## config.mk

```make
export PLATFORM = sky130hd
export DESIGN_NAME = sha_ctrl_top
export DESIGN_NICKNAME = d
export VERILOG_FILES = /design/src/common/sha_ctrl_pkg.sv /design/src/rtl/sha_core_feeder.sv /design/src/rtl/sha_ctrl_top.sv /design/src/rtl/sha_din_fifo.sv /design/src/sha_csr/sha_csr_regs.sv
export VERILOG_INCLUDE_DIRS = /design/src /design/src/common
export SDC_FILE = /design/constraint.sdc
export NUM_CORES = 1
export LEC_CHECK = 0
export BUFFER_PORTS_ARGS = -buffer_cell sky130_fd_sc_hd__buf_2
export CAP_MARGIN = 20
export CORE_MARGIN = 1.5
export CORE_UTILIZATION = 50
export CTS_BUF_LIST = sky130_fd_sc_hd__clkbuf_16
export DETAILED_ROUTE_END_ITERATION = 16
export PLACE_DENSITY = 0.76
export SLEW_MARGIN = 20
export SYNTH_ARGS = -nofsm -noshare
export SYNTH_HDL_FRONTEND = slang
export SYNTH_HIERARCHICAL = 1
export SYNTH_SLANG_ARGS = --single-unit
export TNS_END_PERCENT = 10
```

## constraint.sdc

```tcl
create_clock -name clk_i -period 3.9 [get_ports clk_i]
set_input_delay 0.39 -clock clk_i [delete_from_list [all_inputs] [get_ports clk_i]]
set_output_delay 0.39 -clock clk_i [all_outputs]
set_load 0.02 [all_outputs]
```

## src/common/sha_ctrl_settings.svh

```systemverilog
//////////////////////////////
// register map, FIFO depth, ID value and widths
// for the SHA-256 control block
//////////////////////////////
`ifndef SHA_CTRL_SETTINGS_SVH
`define SHA_CTRL_SETTINGS_SVH

`define SHA_DATA_W      32
`define SHA_ADDR_W      12
`define SHA_FIFO_DEPTH  4
`define SHA_LVL_W       3
`define SHA_HASH_WORDS  8
`define SHA_THLD_W      5
`define SHA_OPC_W       4
`define SHA_STS_LVL_W   5
`define SHA_ID_VALUE    32'h0001_0002

`define SHA_ADDR_ID     12'h000
`define SHA_ADDR_CFG    12'h010
`define SHA_ADDR_CTL    12'h020
`define SHA_ADDR_STS    12'h030
`define SHA_ADDR_IE     12'h040
`define SHA_ADDR_HASH   12'h100
`define SHA_ADDR_DIN    12'h140

`endif

```

## src/common/sha_ctrl_pkg.sv

```systemverilog
//////////////////////////////
// shared packed struct types of the SHA-256 control block
//////////////////////////////
`default_nettype none
`include "sha_ctrl_settings.svh"

package sha_ctrl_pkg;

  typedef struct packed {
    logic                   cyc;
    logic                   stb;
    logic                   we;
    logic [`SHA_ADDR_W-1:0] adr;
    logic [`SHA_DATA_W-1:0] dat;
  } wb_req_t;

  typedef struct packed {
    logic                   ack;
    logic [`SHA_DATA_W-1:0] dat;
  } wb_rsp_t;

  typedef struct packed {
    logic                   srst;
    logic [`SHA_THLD_W-1:0] thld;
    logic [`SHA_OPC_W-1:0]  opcode;
  } cfg_t;

  // bit order matches the CTL register, init in bit 0
  typedef struct packed {
    logic abort;
    logic last;
    logic init;
  } ctl_t;

  typedef struct packed {
    logic [`SHA_STS_LVL_W-1:0] lvl;
    logic                      busy;
    logic                      derr;
    logic                      rdy;
    logic                      avl;
  } sts_t;

  // same layout as IE[3:0]
  typedef struct packed {
    logic busyie;
    logic derrie;
    logic rdyie;
    logic avlie;
  } ie_t;

  typedef struct packed {
    logic [`SHA_LVL_W-1:0] level;
    logic                  empty;
    logic                  upborder;
    logic                  overflow;
  } fifo_stat_t;

  typedef struct packed {
    logic                   last;
    logic [`SHA_DATA_W-1:0] data;
  } din_beat_t;

endpackage

`default_nettype wire

```

## src/rtl/sha_core_feeder.sv

```systemverilog
//////////////////////////////
// start/valid/last handshake towards the hash core
//////////////////////////////
`default_nettype none
`include "sha_ctrl_settings.svh"

module sha_core_feeder (
  input  logic                     clk_i,
  input  logic                     resetn_i,
  input  logic [`SHA_DATA_W-1:0]   head_i,
  input  sha_ctrl_pkg::fifo_stat_t stat_i,
  input  sha_ctrl_pkg::cfg_t       cfg_i,
  input  sha_ctrl_pkg::ctl_t       ctl_i,
  input  logic                     ready_i,
  input  logic                     core_ready_i,
  output sha_ctrl_pkg::din_beat_t  beat_o,
  output logic                     valid_o,
  output logic                     start_o,
  output logic                     pop_o,
  output logic                     init_ack_o,
  output logic                     last_ack_o,
  output logic [`SHA_OPC_W-1:0]    opcode_o,
  output logic                     abort_o
);

  logic xfer;
  logic kick;

  assign xfer = valid_o & ready_i;
  // words go out once a message is opened or the core is already running
  assign kick = ~stat_i.empty & (start_o | ctl_i.init | ~core_ready_i);

  always_ff @(posedge clk_i or negedge resetn_i) begin
    if (!resetn_i) begin
      start_o <= 1'b0;
      valid_o <= 1'b0;
    end else if (cfg_i.srst | ctl_i.abort) begin
      start_o <= 1'b0;
      valid_o <= 1'b0;
    end else begin
      if (start_o & xfer)
        start_o <= 1'b0;
      else if (ctl_i.init & core_ready_i)
        start_o <= 1'b1;
      // valid holds until taken, drops when the FIFO runs dry
      if (xfer)
        valid_o <= stat_i.level > `SHA_LVL_W'(1);
      else if (!valid_o)
        valid_o <= kick;
    end
  end

  // last tags the final word in the FIFO while CTL.last is set
  assign beat_o = '{
    last: valid_o & ctl_i.last & (stat_i.level == `SHA_LVL_W'(1)),
    data: head_i
  };

  assign pop_o      = xfer;
  assign init_ack_o = ctl_i.init & start_o;
  assign last_ack_o = xfer & beat_o.last;
  assign opcode_o   = cfg_i.opcode;
  assign abort_o    = ctl_i.abort;

endmodule

`default_nettype wire

```

## src/rtl/sha_ctrl_top.sv

```systemverilog
//////////////////////////////
// top level of the SHA-256 control block
// register block, input FIFO and core feeder
//////////////////////////////
`default_nettype none
`include "sha_ctrl_settings.svh"

module sha_ctrl_top (
  input  logic                                   clk_i,
  input  logic                                   resetn_i,
  input  sha_ctrl_pkg::wb_req_t                  wb_req_i,
  output sha_ctrl_pkg::wb_rsp_t                  wb_rsp_o,
  output logic [`SHA_DATA_W-1:0]                 data_o,
  output logic                                   valid_o,
  output logic                                   last_o,
  output logic                                   start_o,
  output logic [`SHA_OPC_W-1:0]                  opcode_o,
  output logic                                   abort_o,
  input  logic                                   ready_i,
  input  logic                                   core_ready_i,
  input  logic                                   done_i,
  input  logic [`SHA_HASH_WORDS*`SHA_DATA_W-1:0] hash_i,
  output logic                                   irq_o
);

  logic                     push;
  logic [`SHA_DATA_W-1:0]   push_data;
  logic [`SHA_DATA_W-1:0]   head;
  logic                     pop;
  logic                     init_ack;
  logic                     last_ack;
  sha_ctrl_pkg::cfg_t       cfg;
  sha_ctrl_pkg::ctl_t       ctl;
  sha_ctrl_pkg::fifo_stat_t fifo_stat;
  sha_ctrl_pkg::din_beat_t  beat;

  sha_csr_regs u_csr (
    .clk_i        (clk_i),
    .resetn_i     (resetn_i),
    .wb_req_i     (wb_req_i),
    .core_ready_i (core_ready_i),
    .done_i       (done_i),
    .hash_i       (hash_i),
    .fifo_stat_i  (fifo_stat),
    .init_ack_i   (init_ack),
    .last_ack_i   (last_ack),
    .wb_rsp_o     (wb_rsp_o),
    .push_o       (push),
    .push_data_o  (push_data),
    .cfg_o        (cfg),
    .ctl_o        (ctl),
    .irq_o        (irq_o)
  );

  sha_din_fifo u_fifo (
    .clk_i       (clk_i),
    .resetn_i    (resetn_i),
    .push_i      (push),
    .push_data_i (push_data),
    .pop_i       (pop),
    .cfg_i       (cfg),
    .ctl_i       (ctl),
    .head_o      (head),
    .stat_o      (fifo_stat)
  );

  sha_core_feeder u_feeder (
    .clk_i        (clk_i),
    .resetn_i     (resetn_i),
    .head_i       (head),
    .stat_i       (fifo_stat),
    .cfg_i        (cfg),
    .ctl_i        (ctl),
    .ready_i      (ready_i),
    .core_ready_i (core_ready_i),
    .beat_o       (beat),
    .valid_o      (valid_o),
    .start_o      (start_o),
    .pop_o        (pop),
    .init_ack_o   (init_ack),
    .last_ack_o   (last_ack),
    .opcode_o     (opcode_o),
    .abort_o      (abort_o)
  );

  assign data_o = beat.data;
  assign last_o = beat.last;

endmodule

`default_nettype wire

```

## src/rtl/sha_din_fifo.sv

```systemverilog
//////////////////////////////
// input FIFO with level, threshold and full detection
//////////////////////////////
`default_nettype none
`include "sha_ctrl_settings.svh"

module sha_din_fifo (
  input  logic                     clk_i,
  input  logic                     resetn_i,
  input  logic                     push_i,
  input  logic [`SHA_DATA_W-1:0]   push_data_i,
  input  logic                     pop_i,
  input  sha_ctrl_pkg::cfg_t       cfg_i,
  input  sha_ctrl_pkg::ctl_t       ctl_i,
  output logic [`SHA_DATA_W-1:0]   head_o,
  output sha_ctrl_pkg::fifo_stat_t stat_o
);

  localparam int PTR_W = $clog2(`SHA_FIFO_DEPTH);

  logic [`SHA_DATA_W-1:0] mem [`SHA_FIFO_DEPTH];
  logic [PTR_W-1:0]       wr_ptr;
  logic [PTR_W-1:0]       rd_ptr;
  logic [`SHA_LVL_W-1:0]  level;
  logic                   full;
  logic                   empty;
  logic                   wr_en;
  logic                   rd_en;
  logic                   flush;

  assign full  = level == `SHA_LVL_W'(`SHA_FIFO_DEPTH);
  assign empty = level == '0;
  // push while full is ignored here, the register block flags it
  assign wr_en = push_i & ~full;
  assign rd_en = pop_i & ~empty;
  assign flush = cfg_i.srst | ctl_i.abort;

  always_ff @(posedge clk_i or negedge resetn_i) begin
    if (!resetn_i) begin
      wr_ptr <= '0;
      rd_ptr <= '0;
      level  <= '0;
    end else if (flush) begin
      wr_ptr <= '0;
      rd_ptr <= '0;
      level  <= '0;
    end else begin
      // depth is a power of two, so the pointers wrap by themselves
      wr_ptr <= wr_ptr + PTR_W'(wr_en);
      rd_ptr <= rd_ptr + PTR_W'(rd_en);
      level  <= level + `SHA_LVL_W'(wr_en) - `SHA_LVL_W'(rd_en);
    end
  end

  always_ff @(posedge clk_i) begin
    if (wr_en)
      mem[wr_ptr] <= push_data_i;
  end

  assign head_o = mem[rd_ptr];

  assign stat_o = '{
    level:    level,
    empty:    empty,
    upborder: `SHA_THLD_W'(level) >= cfg_i.thld,
    overflow: full
  };

endmodule

`default_nettype wire

```

## src/sha_csr/sha_csr_regs.sv

```systemverilog
//////////////////////////////
// Wishbone classic slave with register file,
// status flags, hash capture and interrupt
//////////////////////////////
`default_nettype none
`include "sha_ctrl_settings.svh"

module sha_csr_regs (
  input  logic                                   clk_i,
  input  logic                                   resetn_i,
  input  sha_ctrl_pkg::wb_req_t                  wb_req_i,
  input  logic                                   core_ready_i,
  input  logic                                   done_i,
  input  logic [`SHA_HASH_WORDS*`SHA_DATA_W-1:0] hash_i,
  input  sha_ctrl_pkg::fifo_stat_t               fifo_stat_i,
  input  logic                                   init_ack_i,
  input  logic                                   last_ack_i,
  output sha_ctrl_pkg::wb_rsp_t                  wb_rsp_o,
  output logic                                   push_o,
  output logic [`SHA_DATA_W-1:0]                 push_data_o,
  output sha_ctrl_pkg::cfg_t                     cfg_o,
  output sha_ctrl_pkg::ctl_t                     ctl_o,
  output logic                                   irq_o
);

  localparam int HIDX_W = $clog2(`SHA_HASH_WORDS);
  localparam logic [`SHA_ADDR_W-1:0] HASH_BASE = `SHA_ADDR_HASH;
  localparam logic [`SHA_ADDR_W-1:0] DIN_BASE = `SHA_ADDR_DIN;

  logic                                              ack_q;
  logic [`SHA_DATA_W-1:0]                            rdata_q;
  logic [`SHA_DATA_W-1:0]                            rd_mux;
  logic [`SHA_ADDR_W-1:0]                            word_adr;
  logic                                              req_seen;
  logic                                              wr_req;
  logic                                              rd_req;
  logic                                              din_hit;
  logic                                              hash_hit;
  logic [HIDX_W-1:0]                                 hash_idx;
  logic [`SHA_HASH_WORDS-1:0][`SHA_DATA_W-1:0]       hash_q;
  sha_ctrl_pkg::cfg_t                                cfg_q;
  sha_ctrl_pkg::ctl_t                                ctl_q;
  sha_ctrl_pkg::ie_t                                 ie_q;
  sha_ctrl_pkg::sts_t                                sts;
  logic                                              avl_q;
  logic                                              rdy_q;
  logic                                              derr_q;
  logic                                              busy_q;

  // a request held by the master is taken once, ack blocks the repeat
  assign req_seen = wb_req_i.cyc & wb_req_i.stb & ~ack_q;
  assign wr_req   = req_seen & wb_req_i.we;
  assign rd_req   = req_seen & ~wb_req_i.we;
  assign word_adr = {wb_req_i.adr[`SHA_ADDR_W-1:2], 2'b00};
  assign din_hit  = word_adr[`SHA_ADDR_W-1:4] == DIN_BASE[`SHA_ADDR_W-1:4];
  assign hash_hit = word_adr[`SHA_ADDR_W-1:HIDX_W+2] == HASH_BASE[`SHA_ADDR_W-1:HIDX_W+2];
  assign hash_idx = word_adr[HIDX_W+1:2];

  assign sts = '{
    lvl:  `SHA_STS_LVL_W'(fifo_stat_i.level),
    busy: busy_q,
    derr: derr_q,
    rdy:  rdy_q,
    avl:  avl_q
  };

  always_ff @(posedge clk_i or negedge resetn_i) begin
    if (!resetn_i) begin
      ack_q  <= 1'b0;
      push_o <= 1'b0;
    end else begin
      ack_q  <= req_seen;
      push_o <= wr_req & din_hit;
    end
  end

  always_ff @(posedge clk_i) begin
    if (wr_req & din_hit)
      push_data_o <= wb_req_i.dat;
    if (rd_req)
      rdata_q <= rd_mux;
  end

  always_ff @(posedge clk_i or negedge resetn_i) begin
    if (!resetn_i) begin
      cfg_q  <= '0;
      ctl_q  <= '0;
      ie_q   <= '0;
      avl_q  <= 1'b0;
      rdy_q  <= 1'b1;
      derr_q <= 1'b0;
      busy_q <= 1'b0;
    end else if (cfg_q.srst) begin
      cfg_q  <= '0;
      ctl_q  <= '0;
      ie_q   <= '0;
      avl_q  <= 1'b0;
      rdy_q  <= 1'b1;
      derr_q <= 1'b0;
      busy_q <= 1'b0;
    end else begin
      busy_q <= ~core_ready_i;
      if (done_i)
        avl_q <= 1'b1;
      else if (rd_req && word_adr == HASH_BASE)
        avl_q <= 1'b0;
      if (fifo_stat_i.empty)
        rdy_q <= 1'b1;
      else if (fifo_stat_i.upborder | fifo_stat_i.overflow)
        rdy_q <= 1'b0;
      // a push into a full FIFO is lost
      if (push_o & fifo_stat_i.overflow)
        derr_q <= 1'b1;
      else if (rd_req && word_adr == `SHA_ADDR_STS)
        derr_q <= 1'b0;
      // abort lives for one cycle only
      ctl_q.abort <= 1'b0;
      if (init_ack_i)
        ctl_q.init <= 1'b0;
      if (last_ack_i)
        ctl_q.last <= 1'b0;
      if (wr_req) begin
        case (word_adr)
          `SHA_ADDR_CFG: begin
            cfg_q <= '{
              srst:   wb_req_i.dat[31],
              thld:   wb_req_i.dat[12:8],
              opcode: wb_req_i.dat[3:0]
            };
          end
          `SHA_ADDR_CTL: begin
            ctl_q.abort <= wb_req_i.dat[2];
            ctl_q.last  <= wb_req_i.dat[1];
            if (wb_req_i.dat[0])
              ctl_q.init <= 1'b1;
          end
          `SHA_ADDR_IE: ie_q <= wb_req_i.dat[3:0];
          default: ;
        endcase
      end
    end
  end

  // hash result, word i at bits 32i
  always_ff @(posedge clk_i) begin
    if (cfg_q.srst)
      hash_q <= '0;
    else if (done_i)
      hash_q <= hash_i;
  end

  always_comb begin
    rd_mux = '0;
    case (word_adr)
      `SHA_ADDR_ID:  rd_mux = `SHA_ID_VALUE;
      `SHA_ADDR_CFG: begin
        rd_mux[31]   = cfg_q.srst;
        rd_mux[12:8] = cfg_q.thld;
        rd_mux[3:0]  = cfg_q.opcode;
      end
      `SHA_ADDR_CTL: rd_mux[2:0] = ctl_q;
      `SHA_ADDR_STS: begin
        rd_mux[12:8] = sts.lvl;
        rd_mux[3:0]  = {sts.busy, sts.derr, sts.rdy, sts.avl};
      end
      `SHA_ADDR_IE:  rd_mux[3:0] = ie_q;
      default: begin
        if (hash_hit)
          rd_mux = hash_q[hash_idx];
      end
    endcase
  end

  assign wb_rsp_o = '{ack: ack_q, dat: rdata_q};
  assign cfg_o    = cfg_q;
  assign ctl_o    = ctl_q;
  assign irq_o    = |({sts.busy, sts.derr, sts.rdy, sts.avl} & ie_q);

endmodule

`default_nettype wire

```

After elaboration in Yosys (flattened, before gate mapping) --
Memories as Yosys holds them, arrays and structs flattened. Index checks and enable logic that the tools add are counted. W data, S select, Z words.
Word-level totals: memories kept 1, RAM bits 128, output and inout port bits 74, flip-flop bits (word level) 352
Memories:
- u_fifo.mem | depth 4, width 32, read ports 1, clocked after memory_dff 0, wr ports 1, RTL line sha_din_fifo.sv:21 | logic [`SHA_DATA_W-1:0] mem [`SHA_FIFO_DEPTH];
Cells by class: bitwise operators 27, add/sub/neg operators 4, eq/ne operators 9, $lt $le $gt $ge 3, muxes and demuxes 41, reduce and logical (&&, ||, !) cells 19
Operators with widths (number):
- $bmux W32 S3 | 1
- $mux W32 | 2
- $pmux W18 S2 | 1
- $mux W10 | 3
- $mux W1 | 21
- $eq A10 B4 Y1 const B | 2
- $and A1 B1 Y1 | 16
- $pmux W3 S5 | 1
- $pmux W5 S3 | 1
- $logic_not A12 Y1 | 1
- $mux W3 | 4
- $mux W4 | 3
- $reduce_bool A3 Y1 | 4
- $reduce_or A4 Y1 | 3
- $eq A10 B3 Y1 const B | 1
- $eq A10 B5 Y1 const B | 1
- $eq A10 B7 Y1 const B | 1
- $eq A8 B5 Y1 const B | 1
- $eq A7 B4 Y1 const B | 1
- $not A1 Y1 | 6
- $reduce_bool A2 Y1 | 3
- $reduce_or A6 Y1 | 1
- $ge A3 B5 Y1 | 1
- $add A2 B1 Y2 | 2
- other kinds (16) | 22

Logic depth before layout (Yosys ltp) --
depth after elaboration 7, gate-level depth with buffers 10, depth with buffers taken out 10

Modules after synthesis --
Netlist, hierarchy kept.
By module, submodules not included:
- sha_csr_regs | seq. area each 7623.6 sq um, area each 14022.2 sq um, cells an instance 1166, times used 1
- sha_din_fifo | seq. area each 4018.9 sq um, area each 5141.2 sq um, cells an instance 216, times used 1
- sha_core_feeder | seq. area each 50.0 sq um, area each 422.9 sq um, cells an instance 52, times used 1

Worst setup path before layout --
No wires, ideal clock.
path kind register to register, from reg u_csr.ack_q, to reg u_csr.derr_q, buffers on the path 0, arrival 4.098 ns, stages on the path, launching flop included 5, slack -0.335 ns, clock period less this slack 4.235 ns, data required time 3.764 ns, library setup time 0.136 ns, path through dfrtp_1 -> nor4bb_1 -> nand2_1 -> o21ai_0 -> a21oi_1
Between the ends: longest elaborated chain between the ends 5
RTL lines:
- from (decl) | RTL line sha_csr_regs.sv:30 | logic ack_q;
- from (signal assigned) | RTL line sha_csr_regs.sv:72 | ack_q <= req_seen;
- $not A1 Y1 | RTL line sha_csr_regs.sv:51 | assign req_seen = wb_req_i.cyc & wb_req_i.stb & ~ack_q;
- $and A1 B1 Y1 | RTL line sha_csr_regs.sv:51
- $and A1 B1 Y1 | RTL line sha_csr_regs.sv:53 | assign rd_req = req_seen & ~wb_req_i.we;
- named net u_csr.rd_req | RTL line sha_csr_regs.sv:36 | logic rd_req;
- $logic_and A1 B1 Y1 (no source line)
- $reduce_bool A3 Y1 (no source line)
- to (signal assigned) | RTL line sha_csr_regs.sv:91 | derr_q <= 1'b0;
- to (signal assigned) | RTL line sha_csr_regs.sv:99 | derr_q <= 1'b0;
- to (signal assigned) | RTL line sha_csr_regs.sv:113 | derr_q <= 1'b1;
- to (decl) | RTL line sha_csr_regs.sv:47 | logic derr_q;
The timed path passes the listed nets, and every way through them passes these cells. A chain may end at the register's enable or synchronous reset.

Final worst setup path --
from reg u_fifo.rd_ptr[0], to out data_o[20]
Between the ends: longest elaborated chain between the ends 1
RTL lines:
- from (decl) | RTL line sha_din_fifo.sv:23 | logic [PTR_W-1:0] rd_ptr;
- from (signal assigned) | RTL line sha_din_fifo.sv:50 | rd_ptr <= rd_ptr + PTR_W'(rd_en);
- $mem_v2 Z4 W32
- to (decl) | RTL line sha_ctrl_top.sv:13 | output logic [`SHA_DATA_W-1:0] data_o,
No other way between the ends.

==> reports/results.txt <==
outcome: completed
CTS clk-pin slew, worst paths: 0.06 ns
PD cells: 525 nW/um2
period utilisation layout: 0.758
Remaining DRCs: 0
GP Congestion: 0.829
Pre-antenna DRT Iters: 5
DR WL/cell: 21.0 um
# nets final: 2096
Die Height: 201 um
Startpoint Class: register
Max-slew headroom: 0.290
H-Tree Depth: 2
WS Path Type: register to output pin
clk sinks: 480
Synth Flop Type: dfxtp_1
DR vias/cell: 5.34
vias: 12600
Worst EP arrival: 2.56 ns
clk buf depth: 3
initial antenna violation count: 35
largest area contributor in the netlist: edfxtp_1
syn_nets: 1750
ranking of synthesized cells by area: edfxtp_1 29%, dfxtp_1 26%, mux2i_1 16%, mux4_2 11%, nor2_1 5.8%
Max Slew Vio Count: 0
GRT overflow: 0
share of flip-flops with an asynchronous set or reset: 0.0667
clock root buffer: clkbuf_16
P&R area growth vs syn: 20.3%
I/O Buffers: 379
Seq cells post-synth: 480
share of cells above drive strength 1: 0.316
CP max FO: 22
worst-skew pair later-pin latency: 0.59 ns
Worst Hold Class: input port to register
Warnings, synthesis: 6
CTS Buf Count: 50
vias in the first global route: 12800
Max VDD drop: 0.000375 V
Final min period: 2.95 ns
worst-path cell chain: buf_4, mux4_2, buf_2
WP data required: 3.51 ns
Synth top area share: 0.294
fin cells: 2358
fmax: 0.338 GHz
largest net degree at the start of global routing: 101
die width: 201 um
DRT met1 WL: 19700 um
most frequent cell after synthesis: mux2i_1
CP Capture Type: output pin
RSZ-0062 raised after global routing: false
Antenna Nets Post-Route: 0
Crit-path slowest cell: dfrtp_2
IO Pins: 382
row count: 72
Seq/Total Area, Yosys: 0.597
placed cells: 2217
PostCTS Resize Cnt: 0
DR top layer: met5
max_cap viols: 0
Die Footprint: 40400 um2
Worst Tran Pin Value: 1.06 ns
CTS tree: done
setup_tns: 0 ns
most frequent cells after synthesis: 305 x mux2i_1, 301 x nor2_1, 256 x dfxtp_1
Core ar.: 38600 um2
Initial Util: 0.507
global-route wire length before repair: 74900 um
Leakage: 0.0103 uW
Met2 Wirelength: 23600 um
Setup-failing EPs final: 0
aggregate global-route resource usage: 0.244
Netlist cell types: 53
number of flops mapped to enable cells by yosys: 192
Cell Area, Synth: 19600 um2
Clock Skew: 0.0195 ns
Syn Area/Cell: 13.7 um2
initial DRC count: 592
post-DP HPWL: 33900 um
Post-Route WL: 49500 um
slowest stage delay, CP: 0.83 ns
FILL cells: 3035
met3 wire len: 4420 um
Cells after Synth: 1434
Hold Fails Final Rpt: 0
## worst max-delay path: cells and delay by family, from the launching register on
| family | cells | cell delay, ns |
|---|---|---|
| buffers and inverters | 2 | 0.57 |
| DFF | 1 | 0.83 |
| muxes | 1 | 0.57 |
## cells in the final DEF (no fill, tap or decap), types with 3 or more instances in the layout
cell / instances
xnor2_1: 4
mux2i_1: 305
buf_4: 19
bufinv_16: 3
clkinv_1: 12
o22ai_1: 7
diode_2: 20
clkbuf_16: 51
dlygate4sd3_1: 28
mux4_2: 94
a21oi_1: 8
inv_1: 21
ha_1: 7
dfrtp_1: 29
edfxtp_1: 192
and2_1: 6
nor2_1: 299
nand2_1: 10
nand2b_1: 3
clkinv_2: 7
nor3b_1: 4
buf_2: 376
a211oi_1: 3
dfxtp_1: 256
nand3b_1: 4
o21ai_0: 5
nor4b_1: 3
nand3_1: 5
buf_12: 4
nor3_1: 7
## logic make-up (layout without fill, tap and decap cells)
kind of cell / Yosys count / after routing / share of synthesized area
mux: 402 / 402 / 0.267
compound gates: 33 / 33 / 0.0112
fa+ha+maj: 8 / 8 / 0.00549
flops: 480 / 480 / 0.597
buf+inv: 143 / 529 / 0.0395
simple gates: 364 / 364 / 0.0779
xor+xnor: 4 / 4 / 0.00179
other cells: 0 / 20 / 0
## routing by layer
layer,vias to the layer above,track usage
li1,5907,-
met1,6076,0.304
met2,469,0.392
met3,115,0.0782
met4,32,0.104
met5,-,0
## where the power goes
group          switching, uW  internal [uW]  leakage [uW]
logic                   1020           1040       0.00520
registers                275           5540       0.00428
clock network           1930           2560      0.000800
total                   3220           9130        0.0103
## flip-flops by register name, summed over array words and instances, names as in the netlist, 2 cells and up
name and flops:
u_csr/rdata_q 32, u_fifo/mem 128, u_csr/ie_q 4, u_csr/push_data_o 32, u_fifo/level 3, u_fifo/wr_ptr 2
u_fifo/rd_ptr 2, u_csr/cfg_o 10, u_csr/ctl_o 3, u_csr/hash_q 256
## final cells by class
class,count,area [um2],area share
Sequential cell,480,11700,0.497
Multi-Input combinational cell,811,7170,0.304
Timing Repair Buffer,429,2430,0.103
Clock buffer,51,1280,0.0542
Tap cell,518,648,0.0275
Clock inverter,41,263,0.0112
Antenna cell,20,50.0,0.00212
Inverter,8,30.0,0.00127
## final timing paths
kind,from,end,slack (ns),cells past startpoint
worst max-delay path,u_fifo/rd_ptr[0]$_DFF_PN0_,data_o[20],0.95,3
worst min-delay path,wb_req_i[24],u_csr/push_data_o[24]$_DFFE_PP_,0.02,1
worst max register to register,u_fifo/level[1]$_DFF_PN0_,u_fifo/level[2]$_DFF_PN0_,1.21,10
worst min register to register,u_csr/hash_q[88]$_SDFFE_PP0P_,u_csr/hash_q[88]$_SDFFE_PP0P_,0.49,2
max in group asynchronous,resetn_i,u_csr/cfg_o[9]$_DFF_PN0_,2.94,2
min in group asynchronous,resetn_i,u_csr/cfg_o[6]$_DFFE_PN0P_,0.43,2
## timing repair
item | in CTS | in global routing
buffers inserted | 0 | 0
hold endpoints to repair | 58 | 0
hold buffers | 28 | 0
## stage by stage
| stage | utilization | instance area (um2) | power [uW] | setup slack, ns | hold slack [ns] |
|---|---|---|---|---|---|
| final | 0.610 | 23600 | 12400 | 0.945 | 0.0221 |
| after global routing | 0.609 | 23500 | 12900 | 0.758 | 0.0142 |
| after CTS | 0.608 | 23500 | 12500 | 0.836 | 0.00137 |
| after detailed placement | 0.560 | 21700 | 7940 | 1.22 | 0.476 |
| after global placement | 0.560 | 21700 | 7880 | 1.26 | 0.465 |
| after floorplan | - | 19600 | 7590 | 0.181 | 0.0944 |
No activity file was read; power rests on OpenSTA's default activity.
